## src/common/pad_dma_pkg.sv

```systemverilog
// Shared widths, burst constants and tile geometry for the padding DMA
// Burst lengths follow the AXI convention of beats minus one
// The tile edge also sets the number of tile rows and the read burst length

package pad_dma_pkg;

    // Bus widths
    parameter int ADDR_W = 32;
    parameter int DATA_W = 32;

    // Tile geometry
    parameter int TILE = 4;                 // Words per tile edge
    parameter int IDX_W = $clog2(TILE);     // Tile-local row or column index

    // Byte stride between consecutive words
    parameter int WORD_BYTES = 4;

    // Burst length field width, as on AxLEN
    parameter int LEN_W = 4;

    // Every source read is one tile row
    parameter logic [LEN_W-1:0] RD_LEN = LEN_W'(TILE - 1);

    typedef logic [ADDR_W-1:0] addr_t;
    typedef logic [DATA_W-1:0] word_t;

endpackage

```

## src/hw/tile_row.sv

```systemverilog
`timescale 1ns/1ps
// One source row of the tile buffer, TILE words
// Write port from the reader, asynchronous read port for the writer

module tile_row (
    input  logic                          clk,
    input  logic                          wr_i,
    input  logic [pad_dma_pkg::IDX_W-1:0] wr_col_i,
    input  pad_dma_pkg::word_t            wr_data_i,
    input  logic [pad_dma_pkg::IDX_W-1:0] rd_col_i,
    output pad_dma_pkg::word_t            rd_data_o
);
    import pad_dma_pkg::*;

    word_t mem [TILE];

    always_ff @(posedge clk) begin
        if (wr_i) begin
            mem[wr_col_i] <= wr_data_i;
        end
    end

    // Column already clamped by the writer
    assign rd_data_o = mem[rd_col_i];

endmodule

```

## src/hw/tile_reader/tile_reader.sv

```systemverilog
`timescale 1ns/1ps
// Walks the source blocks in row-major order, one TILE-beat burst per tile row
// Only one read burst is outstanding; the next tile waits for tile_written_i
// Assumes the slave returns exactly TILE beats with rlast_i on the final one

module tile_reader #(
    parameter int MAX_DIM = 32,
    localparam int DIM_W = $clog2(MAX_DIM + 1),
    localparam int BLK_W = (MAX_DIM > pad_dma_pkg::TILE) ?
                           $clog2(MAX_DIM / pad_dma_pkg::TILE) : 1
) (
    input  logic                          clk,
    input  logic                          rst_n,
    input  logic                          start_i,
    input  pad_dma_pkg::addr_t            src_addr_i,
    input  logic [DIM_W-1:0]              width_i,
    output logic                          done_o,

    output pad_dma_pkg::addr_t            araddr_o,
    output logic [pad_dma_pkg::LEN_W-1:0] arlen_o,
    output logic                          arvalid_o,
    input  logic                          arready_i,
    input  pad_dma_pkg::word_t            rdata_i,
    input  logic                          rlast_i,
    input  logic                          rvalid_i,
    output logic                          rready_o,

    output logic [pad_dma_pkg::TILE-1:0]  row_wr_o,
    output logic [pad_dma_pkg::IDX_W-1:0] col_o,
    output pad_dma_pkg::word_t            data_o,

    output logic                          tile_ready_o,
    output logic [BLK_W-1:0]              block_x_o,
    output logic [BLK_W-1:0]              block_y_o,
    output logic                          first_col_o,
    output logic                          last_col_o,
    output logic                          first_row_o,
    output logic                          last_row_o,
    input  logic                          tile_written_i
);
    import pad_dma_pkg::*;

    typedef enum logic [1:0] {S_IDLE, S_AR, S_R, S_WAIT} state_t;

    state_t           state;
    logic             done_q;
    logic [BLK_W-1:0] bx_q;
    logic [BLK_W-1:0] by_q;
    logic [BLK_W-1:0] last_blk;
    logic [IDX_W-1:0] rrow_q;           // Tile row being fetched
    logic [IDX_W-1:0] rcol_q;           // Beat within the row burst
    addr_t            src_q;
    logic [DIM_W-1:0] width_q;
    addr_t            row_idx;
    addr_t            word_off;
    logic             start_ok;
    logic             r_hs;

    assign start_ok = (state == S_IDLE) && start_i && (width_i != '0);
    assign r_hs     = rvalid_i && rready_o;
    assign last_blk = BLK_W'((width_q / TILE) - 1);

    always_ff @(posedge clk) begin
        if (!rst_n) begin
            state  <= S_IDLE;
            done_q <= 1'b1;
            bx_q   <= '0;
            by_q   <= '0;
            rrow_q <= '0;
            rcol_q <= '0;
        end else begin
            case (state)
                S_IDLE: begin
                    if (start_ok) begin
                        done_q <= 1'b0;
                        bx_q   <= '0;
                        by_q   <= '0;
                        rrow_q <= '0;
                        state  <= S_AR;
                    end
                end
                S_AR: begin
                    if (arready_i) begin
                        rcol_q <= '0;
                        state  <= S_R;
                    end
                end
                S_R: begin
                    if (r_hs) begin
                        rcol_q <= rcol_q + 1'b1;
                        if (rlast_i && tile_ready_o) begin
                            state <= S_WAIT;    // Tile complete, hand to writer
                        end else if (rlast_i) begin
                            rrow_q <= rrow_q + 1'b1;
                            state  <= S_AR;
                        end
                    end
                end
                S_WAIT: begin
                    if (tile_written_i) begin
                        if (bx_q == last_blk && by_q == last_blk) begin
                            done_q <= 1'b1;
                            state  <= S_IDLE;
                        end else begin
                            rrow_q <= '0;
                            state  <= S_AR;
                            if (bx_q == last_blk) begin
                                bx_q <= '0;
                                by_q <= by_q + 1'b1;
                            end else begin
                                bx_q <= bx_q + 1'b1;
                            end
                        end
                    end
                end
                default: state <= S_IDLE;
            endcase
        end
    end

    // Run settings, captured on an accepted start
    always_ff @(posedge clk) begin
        if (start_ok) begin
            src_q   <= src_addr_i;
            width_q <= width_i;
        end
    end

    // Source word offset of the current tile row start
    assign row_idx  = addr_t'(by_q) * TILE + addr_t'(rrow_q);
    assign word_off = row_idx * addr_t'(width_q) + addr_t'(bx_q) * TILE;

    assign araddr_o  = src_q + word_off * WORD_BYTES;
    assign arlen_o   = RD_LEN;
    assign arvalid_o = (state == S_AR);
    assign rready_o  = (state == S_R);
    assign done_o    = done_q;

    // Steer each beat into the tile row being fetched
    assign row_wr_o = r_hs ? (TILE'(1) << rrow_q) : '0;
    assign col_o    = rcol_q;
    assign data_o   = rdata_i;

    assign tile_ready_o = r_hs && rlast_i && (rrow_q == IDX_W'(TILE - 1));
    assign block_x_o    = bx_q;
    assign block_y_o    = by_q;
    assign first_col_o  = (bx_q == '0);
    assign last_col_o   = (bx_q == last_blk);
    assign first_row_o  = (by_q == '0);
    assign last_row_o   = (by_q == last_blk);

endmodule

```

## src/hw/pad_writer/pad_writer.sv

```systemverilog
`timescale 1ns/1ps
// Writes one padded tile as one burst per destination row, TILE to TILE+2 beats
// dst_addr_i and width_i are sampled on tile_ready_i and must be stable per run
// One write burst outstanding; B is expected only after the last W beat

module pad_writer #(
    parameter int MAX_DIM = 32,
    localparam int DIM_W = $clog2(MAX_DIM + 1),
    localparam int BLK_W = (MAX_DIM > pad_dma_pkg::TILE) ?
                           $clog2(MAX_DIM / pad_dma_pkg::TILE) : 1
) (
    input  logic                          clk,
    input  logic                          rst_n,
    input  pad_dma_pkg::addr_t            dst_addr_i,
    input  logic [DIM_W-1:0]              width_i,

    input  logic                          tile_ready_i,
    input  logic [BLK_W-1:0]              block_x_i,
    input  logic [BLK_W-1:0]              block_y_i,
    input  logic                          first_col_i,
    input  logic                          last_col_i,
    input  logic                          first_row_i,
    input  logic                          last_row_i,
    output logic                          tile_written_o,

    output logic [pad_dma_pkg::IDX_W-1:0] rd_row_o,
    output logic [pad_dma_pkg::IDX_W-1:0] rd_col_o,
    input  pad_dma_pkg::word_t            rd_data_i,

    output pad_dma_pkg::addr_t            awaddr_o,
    output logic [pad_dma_pkg::LEN_W-1:0] awlen_o,
    output logic                          awvalid_o,
    input  logic                          awready_i,
    output pad_dma_pkg::word_t            wdata_o,
    output logic                          wlast_o,
    output logic                          wvalid_o,
    input  logic                          wready_i,
    input  logic                          bvalid_i,
    output logic                          bready_o
);
    import pad_dma_pkg::*;

    localparam int CNT_W = $clog2(TILE + 2);

    typedef enum logic [1:0] {S_IDLE, S_AW, S_W, S_B} state_t;

    state_t           state;
    logic [CNT_W-1:0] row_cnt;          // Destination row within the tile
    logic [CNT_W-1:0] col_cnt;          // Beat within the row burst
    logic [CNT_W-1:0] rows_m1;
    logic [CNT_W-1:0] cols_m1;
    addr_t            dst_q;
    logic [DIM_W-1:0] width_q;
    logic [BLK_W-1:0] bx_q;
    logic [BLK_W-1:0] by_q;
    logic             fc_q;
    logic             lc_q;
    logic             fr_q;
    logic             lr_q;
    addr_t            pitch;
    addr_t            dst_row;
    addr_t            dst_col;
    logic             w_hs;
    logic             b_hs;
    logic             row_done;

    // Map a padded index to a tile-local index in 0..TILE-1
    function automatic logic [IDX_W-1:0] clamp_idx(input logic [CNT_W-1:0] cnt,
                                                   input logic first);
        logic [CNT_W-1:0] v;
        v = cnt - CNT_W'(first);
        if (first && cnt == '0) begin
            return '0;                  // Replicated row or column before the edge
        end else if (v > CNT_W'(TILE - 1)) begin
            return IDX_W'(TILE - 1);    // Replicated row or column after the edge
        end
        return v[IDX_W-1:0];
    endfunction

    assign rows_m1  = CNT_W'(TILE - 1) + CNT_W'(fr_q) + CNT_W'(lr_q);
    assign cols_m1  = CNT_W'(TILE - 1) + CNT_W'(fc_q) + CNT_W'(lc_q);
    assign w_hs     = wvalid_o && wready_i;
    assign b_hs     = bvalid_i && bready_o;
    assign row_done = b_hs && ((state == S_B) || (w_hs && wlast_o));

    always_ff @(posedge clk) begin
        if (!rst_n) begin
            state   <= S_IDLE;
            row_cnt <= '0;
            col_cnt <= '0;
        end else begin
            case (state)
                S_IDLE: begin
                    if (tile_ready_i) begin
                        row_cnt <= '0;
                        state   <= S_AW;
                    end
                end
                S_AW: begin
                    if (awready_i) begin
                        col_cnt <= '0;
                        state   <= S_W;
                    end
                end
                S_W: begin
                    if (w_hs) begin
                        col_cnt <= col_cnt + 1'b1;
                        if (wlast_o) begin
                            state <= S_B;
                        end
                    end
                end
                S_B: ;                      // Response handled below
                default: state <= S_IDLE;
            endcase
            if (row_done && row_cnt == rows_m1) begin
                state <= S_IDLE;
            end else if (row_done) begin
                row_cnt <= row_cnt + 1'b1;
                state   <= S_AW;
            end
        end
    end

    // Tile geometry, captured with the handoff
    always_ff @(posedge clk) begin
        if (state == S_IDLE && tile_ready_i) begin
            dst_q   <= dst_addr_i;
            width_q <= width_i;
            bx_q    <= block_x_i;
            by_q    <= block_y_i;
            fc_q    <= first_col_i;
            lc_q    <= last_col_i;
            fr_q    <= first_row_i;
            lr_q    <= last_row_i;
        end
    end

    // Edge tiles start one row or column earlier
    assign pitch   = addr_t'(width_q) + 2;
    assign dst_row = addr_t'(by_q) * TILE + addr_t'(row_cnt) + 1 - addr_t'(fr_q);
    assign dst_col = addr_t'(bx_q) * TILE + 1 - addr_t'(fc_q);

    assign awaddr_o  = dst_q + (dst_row * pitch + dst_col) * WORD_BYTES;
    assign awlen_o   = LEN_W'(cols_m1);
    assign awvalid_o = (state == S_AW);

    assign rd_row_o = clamp_idx(row_cnt, fr_q);
    assign rd_col_o = clamp_idx(col_cnt, fc_q);

    assign wdata_o  = rd_data_i;
    assign wvalid_o = (state == S_W);
    assign wlast_o  = (state == S_W) && (col_cnt == cols_m1);
    assign bready_o = (state == S_W) || (state == S_B);

    assign tile_written_o = row_done && (row_cnt == rows_m1);

endmodule

```

## src/hw/pad_dma_top.sv

```systemverilog
`timescale 1ns/1ps
// Edge-replication padding DMA, N x N source to (N+2) x (N+2) destination
// N must be a multiple of TILE and at most MAX_DIM; width zero is ignored
// dst_addr_i and width_i must stay stable while done_o is low

module pad_dma_top #(
    parameter int MAX_DIM = 32,
    localparam int DIM_W = $clog2(MAX_DIM + 1)
) (
    input  logic                         clk,
    input  logic                         rst_n,

    input  logic                         start_i,
    input  pad_dma_pkg::addr_t           src_addr_i,
    input  pad_dma_pkg::addr_t           dst_addr_i,
    input  logic [DIM_W-1:0]             width_i,
    output logic                         done_o,

    // Read address and data channels
    output pad_dma_pkg::addr_t           araddr_o,
    output logic [pad_dma_pkg::LEN_W-1:0] arlen_o,
    output logic                         arvalid_o,
    input  logic                         arready_i,
    input  pad_dma_pkg::word_t           rdata_i,
    input  logic                         rlast_i,
    input  logic                         rvalid_i,
    output logic                         rready_o,

    // Write address, data and response channels
    output pad_dma_pkg::addr_t           awaddr_o,
    output logic [pad_dma_pkg::LEN_W-1:0] awlen_o,
    output logic                         awvalid_o,
    input  logic                         awready_i,
    output pad_dma_pkg::word_t           wdata_o,
    output logic                         wlast_o,
    output logic                         wvalid_o,
    input  logic                         wready_i,
    input  logic                         bvalid_i,
    output logic                         bready_o
);
    import pad_dma_pkg::*;

    localparam int BLK_W = (MAX_DIM > TILE) ? $clog2(MAX_DIM / TILE) : 1;

    // Reader to tile buffer
    logic [TILE-1:0]  row_wr;
    logic [IDX_W-1:0] wr_col;
    word_t            wr_data;

    // Writer to tile buffer
    logic [IDX_W-1:0] rd_row;
    logic [IDX_W-1:0] rd_col;
    word_t            row_data [TILE];
    word_t            rd_data;

    // Reader to writer handoff
    logic             tile_ready;
    logic             tile_written;
    logic [BLK_W-1:0] block_x;
    logic [BLK_W-1:0] block_y;
    logic             first_col;
    logic             last_col;
    logic             first_row;
    logic             last_row;

    tile_reader #(
        .MAX_DIM(MAX_DIM)
    ) u_reader (
        .clk           (clk),
        .rst_n         (rst_n),
        .start_i       (start_i),
        .src_addr_i    (src_addr_i),
        .width_i       (width_i),
        .done_o        (done_o),
        .araddr_o      (araddr_o),
        .arlen_o       (arlen_o),
        .arvalid_o     (arvalid_o),
        .arready_i     (arready_i),
        .rdata_i       (rdata_i),
        .rlast_i       (rlast_i),
        .rvalid_i      (rvalid_i),
        .rready_o      (rready_o),
        .row_wr_o      (row_wr),
        .col_o         (wr_col),
        .data_o        (wr_data),
        .tile_ready_o  (tile_ready),
        .block_x_o     (block_x),
        .block_y_o     (block_y),
        .first_col_o   (first_col),
        .last_col_o    (last_col),
        .first_row_o   (first_row),
        .last_row_o    (last_row),
        .tile_written_i(tile_written)
    );

    // One storage row per source row of the tile
    for (genvar g = 0; g < TILE; g++) begin : g_row
        tile_row u_row (
            .clk      (clk),
            .wr_i     (row_wr[g]),
            .wr_col_i (wr_col),
            .wr_data_i(wr_data),
            .rd_col_i (rd_col),
            .rd_data_o(row_data[g])
        );
    end

    assign rd_data = row_data[rd_row];  // Row select for the writer

    pad_writer #(
        .MAX_DIM(MAX_DIM)
    ) u_writer (
        .clk           (clk),
        .rst_n         (rst_n),
        .dst_addr_i    (dst_addr_i),
        .width_i       (width_i),
        .tile_ready_i  (tile_ready),
        .block_x_i     (block_x),
        .block_y_i     (block_y),
        .first_col_i   (first_col),
        .last_col_i    (last_col),
        .first_row_i   (first_row),
        .last_row_i    (last_row),
        .tile_written_o(tile_written),
        .rd_row_o      (rd_row),
        .rd_col_o      (rd_col),
        .rd_data_i     (rd_data),
        .awaddr_o      (awaddr_o),
        .awlen_o       (awlen_o),
        .awvalid_o     (awvalid_o),
        .awready_i     (awready_i),
        .wdata_o       (wdata_o),
        .wlast_o       (wlast_o),
        .wvalid_o      (wvalid_o),
        .wready_i      (wready_i),
        .bvalid_i      (bvalid_i),
        .bready_o      (bready_o)
    );

endmodule

```

## config.mk

```make
export PLATFORM = sky130hd
export DESIGN_NAME = pad_dma_top
export DESIGN_NICKNAME = d
export VERILOG_FILES = /design/src/common/pad_dma_pkg.sv /design/src/hw/tile_row.sv /design/src/hw/tile_reader/tile_reader.sv /design/src/hw/pad_writer/pad_writer.sv /design/src/hw/pad_dma_top.sv
export SDC_FILE = /design/constraint.sdc
export NUM_CORES = 1
export LEC_CHECK = 0
export CAP_MARGIN = 5
export CORE_ASPECT_RATIO = 1.1
export CORE_MARGIN = 3
export CORE_UTILIZATION = 60
export DETAILED_ROUTE_END_ITERATION = 10
export DONT_BUFFER_PORTS = 1
export HOLD_SLACK_MARGIN = 0.15
export PLACE_DENSITY = 0.79
export SLEW_MARGIN = 20
export SYNTH_ARGS = -nofsm -noshare
export SYNTH_HDL_FRONTEND = slang
export SYNTH_SLANG_ARGS = --single-unit
```

## constraint.sdc

```tcl
create_clock -name clk -period 12.9 [get_ports clk]
set_input_delay 2.58 -clock clk [delete_from_list [all_inputs] [get_ports clk]]
set_output_delay 2.58 -clock clk [all_outputs]
set_load 0.005 [all_outputs]
```

==> implementation parameters, run 1 <==
Parameter                              Value

Run status
  Result of the run ... complete, no violations

Setup path
  Startpoint class of the critical path ... flip-flop
  Delay contributed by the slowest stage of the critical path ... 540 ps
  Length in cells of the worst reg-to-reg path ... 10
  Most frequent CP cell ... ha_1
  Sort of element at the end of the critical path ... primary output
  Endpoint of the most critical register-to-register path ... u_reader.state[0]
  Critical path data required time ... 10320 ps
  Launch instance of the worst register-to-register path ... u_writer.fc_q
  Worst path slowest cell ... fa_1
  Data arrival time of the critical path ... 8940 ps
  Critical path type ... flip-flop to primary output
  Internal reg-to-reg setup slack ... 9900 ps
  Max Fanout on Critical Path ... 7

Timing
  Final worst path period need ... 11520 ps
  RSZ-0062 raised after global routing ... false
  Max Fclk ... 0.08681 GHz
  Endpoints failing setup ... 0
  Final-report hold violation count ... 0
  Slew margin rel. ... 0.2432
  Final hold slack ... 567.1 ps
  Pins Over Slew Limit ... 0
  Slack of the critical path ... 1381 ps
  Worst Clk Skew ... 33.67 ps
  Transition time at the pin with the least slew margin ... 1135 ps
  Sum of negative setup slack ... 0 ps
  Final Cycle Share ... 0.8930

Global route
  Via count of the first global-routing pass ... 21.37k
  Met1 capacity usage during global routing ... 0.3256
  Largest net degree at the start of global routing ... 83
  Leftover overflow at the end of global routing ... 0
  Number of antenna violations at the first check in global routing ... 4
  Global-route wire length before repair ... 115.2 mm
  GR met3 Demand/Resource ... 0.05382
  Most congested layer reported by global routing ... met2
  Global routing met2 resource utilization ... 0.4614
  Global routing usage summed across all routing layers ... 0.2641

CTS
  Number of resized instances in the post-cts repair step ... 0
  Clock buffers created by TritonCTS ... 61
  Clk slew on worst S/H paths ... 60 ps
  Max Root-Sink Buffers ... 3
  TritonCTS clock tree ... built
  Number of buffers inserted to repair setup after CTS ... 0
  Sinks on Clock Net ... 619
  Hold Buf Count CTS ... 0
  H-tree Lvls ... 2
  Worst-skew pair later-pin latency ... 630 ps
  Root Buffer Master ... clkbuf_16

Yosys
  Synth unique cells ... 70
  Top cell type's share of synthesized area ... 0.5642
  Asr flop ratio synth ... 0
  Cell count after synthesis ... 2600
  Register bit count reported by yosys ... 619
  Area of the mapped netlist ... 31830 um2
  Number of enable-type register cells in the synthesized netlist ... 598
  Share of synthesized area occupied by flip-flops and latches ... 0.5774
  Leading cell types by total area after synthesis ... edfxtp_1 (56%), ha_1 (7.1%), fa_1 (6.2%)
  Avg Inst Size Synth ... 12.24 um2
  Area leader, netlist ... edfxtp_1
  Number of warnings printed during yosys synthesis ... 0
  Flip-flop cell with the highest count after synthesis ... edfxtp_1

Worst hold path
  Class of the tightest hold or removal check ... flip-flop to flip-flop
  Cell count of the worst hold path ... 2
  Source of the worst hold timing path ... u_writer.state[1]
  Hold endpoint ... u_writer.state[1]

Placement
  Final HPWL from detailed placement ... 43.79 mm
  Worst slack at placement ... 2041 ps
  Count of buffers from port buffering ... 0
  Final estimated routing congestion in global placement ... 0.9299

Detailed routing
  Mean routed wirelength per cell ... 22.49 um
  Total Routed Length ... 73.91 mm
  Total vias in the final route ... 20.57k
  Via-per-instance ratio ... 6.261
  Total DRC errors in the routed layout ... 0
  Iteration-0 DRC Markers ... 1914
  Pre-Repair DR Iteration Count ... 6
  ANT nets after route ... 0

Die
  Area of the placeable core ... 51810 um2
  Die footprint ... 55850 um2
  # IOs ... 222
  Row cnt ... 87
  Starting density of the core ... 0.6143
  Die extent in x ... 225.6 um
  Y dimension of the die ... 247.6 um

Power and ir drop
  PwrDens ... 128.0 nW/um2
  Maximum VDD drop ... 0.0001319 V
  Reported leakage power ... 12.89 nW

Finish
  Fraction of layout cells with a size suffix above 1 ... 0.05275
  Net total in the final layout ... 2957
  Fill count ... 3657
  Post-layout util ... 0.6626
  Synth-to-Final Area Change ... 7.862%

Job
  Count of max-cap constraint violations ... 0
## how the worst max path moves through the flow
stage | end | slack [ps] | cells past startpoint | startpoint
CTS | awaddr_o[30] | 1380 | 34 | u_writer.row_cnt[2]
global placement | awaddr_o[30] | 2450 | 34 | u_writer.row_cnt[2]
detailed placement | awaddr_o[30] | 2040 | 34 | u_writer.row_cnt[2]
global route | awaddr_o[30] | 730 | 34 | u_writer.row_cnt[2]
finish | awaddr_o[30] | 1380 | 34 | u_writer.row_cnt[2]
floorplan | awaddr_o[30] | 2890 | 34 | u_writer.by_q[0]
## sequential cells by signal, summed over array words and instances, names as in the netlist, 2 cells and up
register and flops:
u_writer.by_q 3, u_writer.row_cnt 3, u_reader.src_q 32, u_writer.col_cnt 3, g_row.u_row.mem 512, u_writer.dst_q 32
u_writer.bx_q 3, u_reader.width_q 6, u_writer.state 2, u_reader.block_y_o 3, u_reader.col_o 2, u_reader.state 2
u_reader.block_x_o 3, u_writer.width_q 6, u_reader.rrow_q 2
## routing by layer
layer | vias to the layer above | share of wire
met5 | - | 0.00018
met4 | 2 | 0.033
met3 | 206 | 0.083
met2 | 939 | 0.50
met1 | 10050 | 0.38
li1 | 9381 | -
## critical path, delay by kind of cell, from the launching register on
kind | cells | cell delay [ps]
fa+ha+maj | 10 | 3750
simple gates | 3 | 390
flops | 1 | 370
xor+xnor | 3 | 640
compound gates | 13 | 2850
buf+inv | 5 | 330
## cells in the final DEF, fill, tap and decap left out, drive strengths merged, types with 38 or more instances in the layout
| master | count |
|---|---|
| a311oi | 65 |
| o21ai | 52 |
| a21oi | 142 |
| o22ai | 128 |
| inv | 235 |
| ha | 181 |
| a31oi | 74 |
| edfxtp | 598 |
| nand2 | 357 |
| xnor2 | 69 |
| and2 | 55 |
| xor2 | 49 |
| a211oi | 38 |
| fa | 98 |
| nor2 | 66 |
| clkbuf | 74 |
## metrics by stage
step | cells | total power [mW] | area [um2]
2_1_floorplan | 2610 | 2.638 | 31870
3_3_place_gp | 3170 | 2.720 | 32400
5_1_grt | 3286 | 4.542 | 34330
4_1_cts | 3282 | 4.403 | 34290
6_report | 3286 | 4.395 | 34330
3_5_place_dp | 3170 | 2.738 | 32400
## cell families after synthesis
kind of cell,share of synthesized area
simple gates,0.08782
flops,0.5774
compound gates,0.1229
buf+inv,0.04414
fa+ha+maj,0.1328
xor+xnor,0.03318
mux,0.001572
other cells,0.0002359
## cells in the mapped netlist, types with 3 or more instances
| cell type | instances |
|---|---|
| a211oi_1 | 38 |
| a21boi_0 | 5 |
| a21o_1 | 34 |
| a21oi_1 | 141 |
| a22oi_1 | 6 |
| a311oi_1 | 64 |
| a31oi_1 | 73 |
| and2_1 | 54 |
| and3_1 | 14 |
| buf_2 | 19 |
| buf_4 | 10 |
| clkbuf_1 | 94 |
| dfxtp_1 | 21 |
| edfxtp_1 | 598 |
| fa_1 | 98 |
| ha_1 | 181 |
| inv_1 | 233 |
| mux2i_1 | 5 |
| nand2_1 | 357 |
| nand2b_1 | 12 |
| nand3_1 | 33 |
| nand3b_1 | 7 |
| nand4_1 | 8 |
| nor2_1 | 66 |
| nor2b_1 | 28 |
| nor3_1 | 12 |
| nor3b_1 | 11 |
| o211a_1 | 3 |
| o211ai_1 | 3 |
| o21a_1 | 10 |
| o21ai_0 | 49 |
| o21ai_1 | 3 |
| o21bai_1 | 12 |
| o22ai_1 | 128 |
| or2_2 | 8 |
| or3_1 | 3 |
| xnor2_1 | 69 |
| xor2_1 | 49 |
## where the power goes
part           internal (mW)  switching (mW)
Combinational          0.158           0.260
Clock                  0.939           0.750
Sequential              2.26          0.0290
Total                   3.36            1.04
## area by class of cell
class                           instances  area [um2]  area share
Sequential cell                       619       18380      0.5353
Multi-Input combinational cell       1633       12190      0.3551
Clock buffer                           74        1597     0.04650
Inverter                              233       875.8     0.02551
Tap cell                              667       834.6     0.02431
Clock inverter                         38       291.5    0.008492
Timing Repair Buffer                   19       155.1    0.004519
Antenna cell                            3       7.507   0.0002187
(Power assumes the default switching activity.)
==> run 2, diff against run 1 <==
- HOLD_SLACK_MARGIN: 0.15 -> unset
- RECOVER_POWER: unset -> 100
==> run 2 against run 1 <==
  * Largest power group unchanged
  * Clock power about the same
  * Critical path depth unchanged
  * Register-to-register slack got worse by 1300 ps
  * Sequential power about the same
  * The flow now finishes with violations (capacitance limit, slew limit)
  * Fmax decreased by 1.7%
  * Hold slack got worse by 2.1 ps
  * Total power decreased by 0.21%
  * Cell count unchanged
  * Worst setup slack got worse by 200 ps
==> implementation parameters, run 2 (synthesized netlist as in run 1, its figures left out) <==
Parameter                              Value

Finish
  Multi-input logic area ... 12140 um2 (was 12190 um2)
  Fill count ... 3679 (was 3657)
  Fraction of layout cells with a size suffix above 1 ... 0.04320 (was 0.05275)
  Largest registers ranked by flip-flop count ... g_row.u_row.mem (512), u_reader.src_q (32), u_writer.dst_q (32) (unchanged)
  Most frequent standard cell in the layout excluding fill and tap cells ... edfxtp_1 (unchanged)
  Synth-to-Final Area Change ... 7.555% (was 7.862%)
  Most flop-heavy register ... g_row.u_row.mem (unchanged)
  Net total in the final layout ... 2957 (unchanged)
  Flip-flop count of the largest register after layout ... 512 (unchanged)
  Commonest cells after routing, fill and taps aside ... edfxtp_1 (598), nand2_1 (357), inv_1 (232) (unchanged)
  Seq. cell area ... 18380 um2 (unchanged)

Global route
  Largest net degree at the start of global routing ... 83 (unchanged)
  Global-route wire length before repair ... 115.2 mm (unchanged)
  Global routing usage summed across all routing layers ... 0.2641 (unchanged)
  Via count of the first global-routing pass ... 21.37k (unchanged)
  Leftover overflow at the end of global routing ... 0 (unchanged)
  Number of antenna violations at the first check in global routing ... 4 (unchanged)

Setup path
  Startpoint class of the critical path ... flip-flop (unchanged)
  Internal reg-to-reg setup slack ... 8570 ps (was 9900 ps)
  Delay contributed by the slowest stage of the critical path ... 540 ps (about the same)
  Endpoint of the most critical register-to-register path ... g_row[3].u_row.mem[3][15] (was u_reader.state[0])
  Most frequent CP cell ... ha_1 (unchanged)
  Critical path data required time ... 10320 ps (about the same)
  Length in cells of the worst reg-to-reg path ... 4 (was 10)
  Launch instance of the worst register-to-register path ... u_reader.state[0] (was u_writer.fc_q)
  Worst path slowest cell ... fa_1 (unchanged)
  Critical path type ... flip-flop to primary output (unchanged)
  Sort of element at the end of the critical path ... primary output (unchanged)
  Data arrival time of the critical path ... 9140 ps (was 8940 ps)
  Max Fanout on Critical Path ... 7 (unchanged)

Die
  Die extent in x ... 225.6 um (unchanged)
  Row cnt ... 87 (unchanged)
  Y dimension of the die ... 247.6 um (unchanged)
  Die footprint ... 55850 um2 (unchanged)
  # IOs ... 222 (unchanged)
  Area of the placeable core ... 51810 um2 (unchanged)
  Starting density of the core ... 0.6143 (unchanged)

Timing
  Endpoints failing setup ... 0 (unchanged)
  Final Cycle Share ... 0.9087 (was 0.8930)
  Worst Clk Skew ... 32.73 ps (was 33.67 ps)
  Pins Over Slew Limit ... 738 (was 0)
  Transition time at the pin with the least slew margin ... 4657 ps (was 1135 ps)
  Max Fclk ... 0.08531 GHz (was 0.08681 GHz)
  Final hold slack ... 565.0 ps (was 567.1 ps)
  Slew margin rel. ... -2.105 (was 0.2432)
  Final worst path period need ... 11720 ps (was 11520 ps)
  Final-report hold violation count ... 0 (unchanged)
  Sum of negative setup slack ... 0 ps (unchanged)
  RSZ-0062 raised after global routing ... false (unchanged)

Power and ir drop
  Maximum VDD drop ... 0.0001325 V (was 0.0001319 V)
  PwrDens ... 128.1 nW/um2 (was 128.0 nW/um2)
  Reported leakage power ... 12.81 nW (was 12.89 nW)

Detailed routing
  Via-per-instance ratio ... 6.269 (was 6.261)
  Mean routed wirelength per cell ... 22.48 um (was 22.49 um)
  Iteration-0 DRC Markers ... 1961 (was 1914)
  Pre-Repair DR Iteration Count ... 6 (unchanged)
  ANT nets after route ... 0 (unchanged)
  Total DRC errors in the routed layout ... 0 (unchanged)
  Total Routed Length ... 73.88 mm (was 73.91 mm)
  Total vias in the final route ... 20.60k (was 20.57k)

Job
  Count of max-cap constraint violations ... 20 (was 0)

CTS
  Max Root-Sink Buffers ... 3 (unchanged)
  Clock buffers created by TritonCTS ... 61 (unchanged)
  Worst-skew pair later-pin latency ... 630 ps (about the same)
  Number of resized instances in the post-cts repair step ... 0 (unchanged)
  Number of buffers inserted to repair setup after CTS ... 0 (unchanged)
  TritonCTS clock tree ... built (unchanged)
  H-tree Lvls ... 2 (unchanged)
  Hold Buf Count CTS ... 0 (unchanged)
  Root Buffer Master ... clkbuf_16 (unchanged)
  Clk slew on worst S/H paths ... 60 ps (about the same)
  Sinks on Clock Net ... 619 (unchanged)

Placement
  Final estimated routing congestion in global placement ... 0.9299 (unchanged)
  Final HPWL from detailed placement ... 43.79 mm (unchanged)
  Count of buffers from port buffering ... 0 (unchanged)

Worst hold path
  Source of the worst hold timing path ... u_writer.state[1] (unchanged)
  Cell count of the worst hold path ... 2 (unchanged)
  Hold endpoint ... u_writer.state[1] (unchanged)
  Class of the tightest hold or removal check ... flip-flop to flip-flop (unchanged)

Run status
  Result of the run ... finished with violations (was complete, no violations)
  Violated checks ... capacitance limit, slew limit
## run 2: changes by cell type in the layout (fill, tap and decap cells not counted), sizes merged
cell      change
buf          -10
clkinvlp      +1
clkinv        -1
clkbuf       +10
## run 2: routing by layer
metal / up-vias / global-route usage / routed length [um]
li1: 9379 / - / -
met1: 10090 / 0.3256 / 27750
met2: 923 / 0.4614 / 37270
met3: 211 / 0.05382 / 6319
met4: 2 / 0.1023 / 2524
met5: - / 0 / 13
## run 2: area by class of cell
| type | instances | area share |
|---|---|---|
| inverters | 233 | 0.02558 |
| repair buffers | 19 | 0.003107 |
| well taps | 667 | 0.02438 |
| clock buffers | 74 | 0.04664 |
| clock inverters | 38 | 0.008516 |
| multi-input cells | 1633 | 0.3547 |
| diodes | 3 | 0.0002193 |
| flip-flops and latches | 619 | 0.5368 |
## run 2: worst max-delay path by stage
| stage | from | endpoint |
|---|---|---|
| finish | u_writer.row_cnt[2] | awaddr_o[30] |
| floorplan | u_writer.by_q[0] | awaddr_o[30] |
| CTS | u_writer.row_cnt[2] | awaddr_o[30] |
| global route | u_writer.row_cnt[2] | awaddr_o[30] |
| detailed placement | u_writer.row_cnt[2] | awaddr_o[30] |
| global placement | u_writer.row_cnt[2] | awaddr_o[30] |
## run 2: through the flow
step / cell area [um2] / power (mW) / worst slack (ps) / util / instances
after global placement: 32400 / 2.720 / 2447 / 0.6253 / 3170
after detailed placement: 32400 / 2.738 / 2041 / 0.6253 / 3170
after global routing: 34230 / 4.536 / 478.1 / 0.6607 / 3286
final: 34230 / 4.386 / 1178 / 0.6607 / 3286
after floorplan: 31870 / 2.638 / 2887 / - / 2610
after CTS: 34290 / 4.403 / 1380 / 0.6617 / 3282
## run 2: power breakdown
group / internal (mW) / switching, mW / leakage [nW]
combinational: 0.151 / 0.256 / 6.33
sequential: 2.26 / 0.0290 / 5.56
clock: 0.939 / 0.748 / 0.915
## run 2: worst max-delay path, delay by kind of cell (launching register included)
family / cells / cell delay [ps]
AOI/OAI and AO/OA: 13 / 3070
xor gates and xnor gates: 3 / 660
adders and majority gates: 10 / 3740
buffers and inverters: 5 / 330
DFF: 1 / 370
and+or+nand+nor: 3 / 380
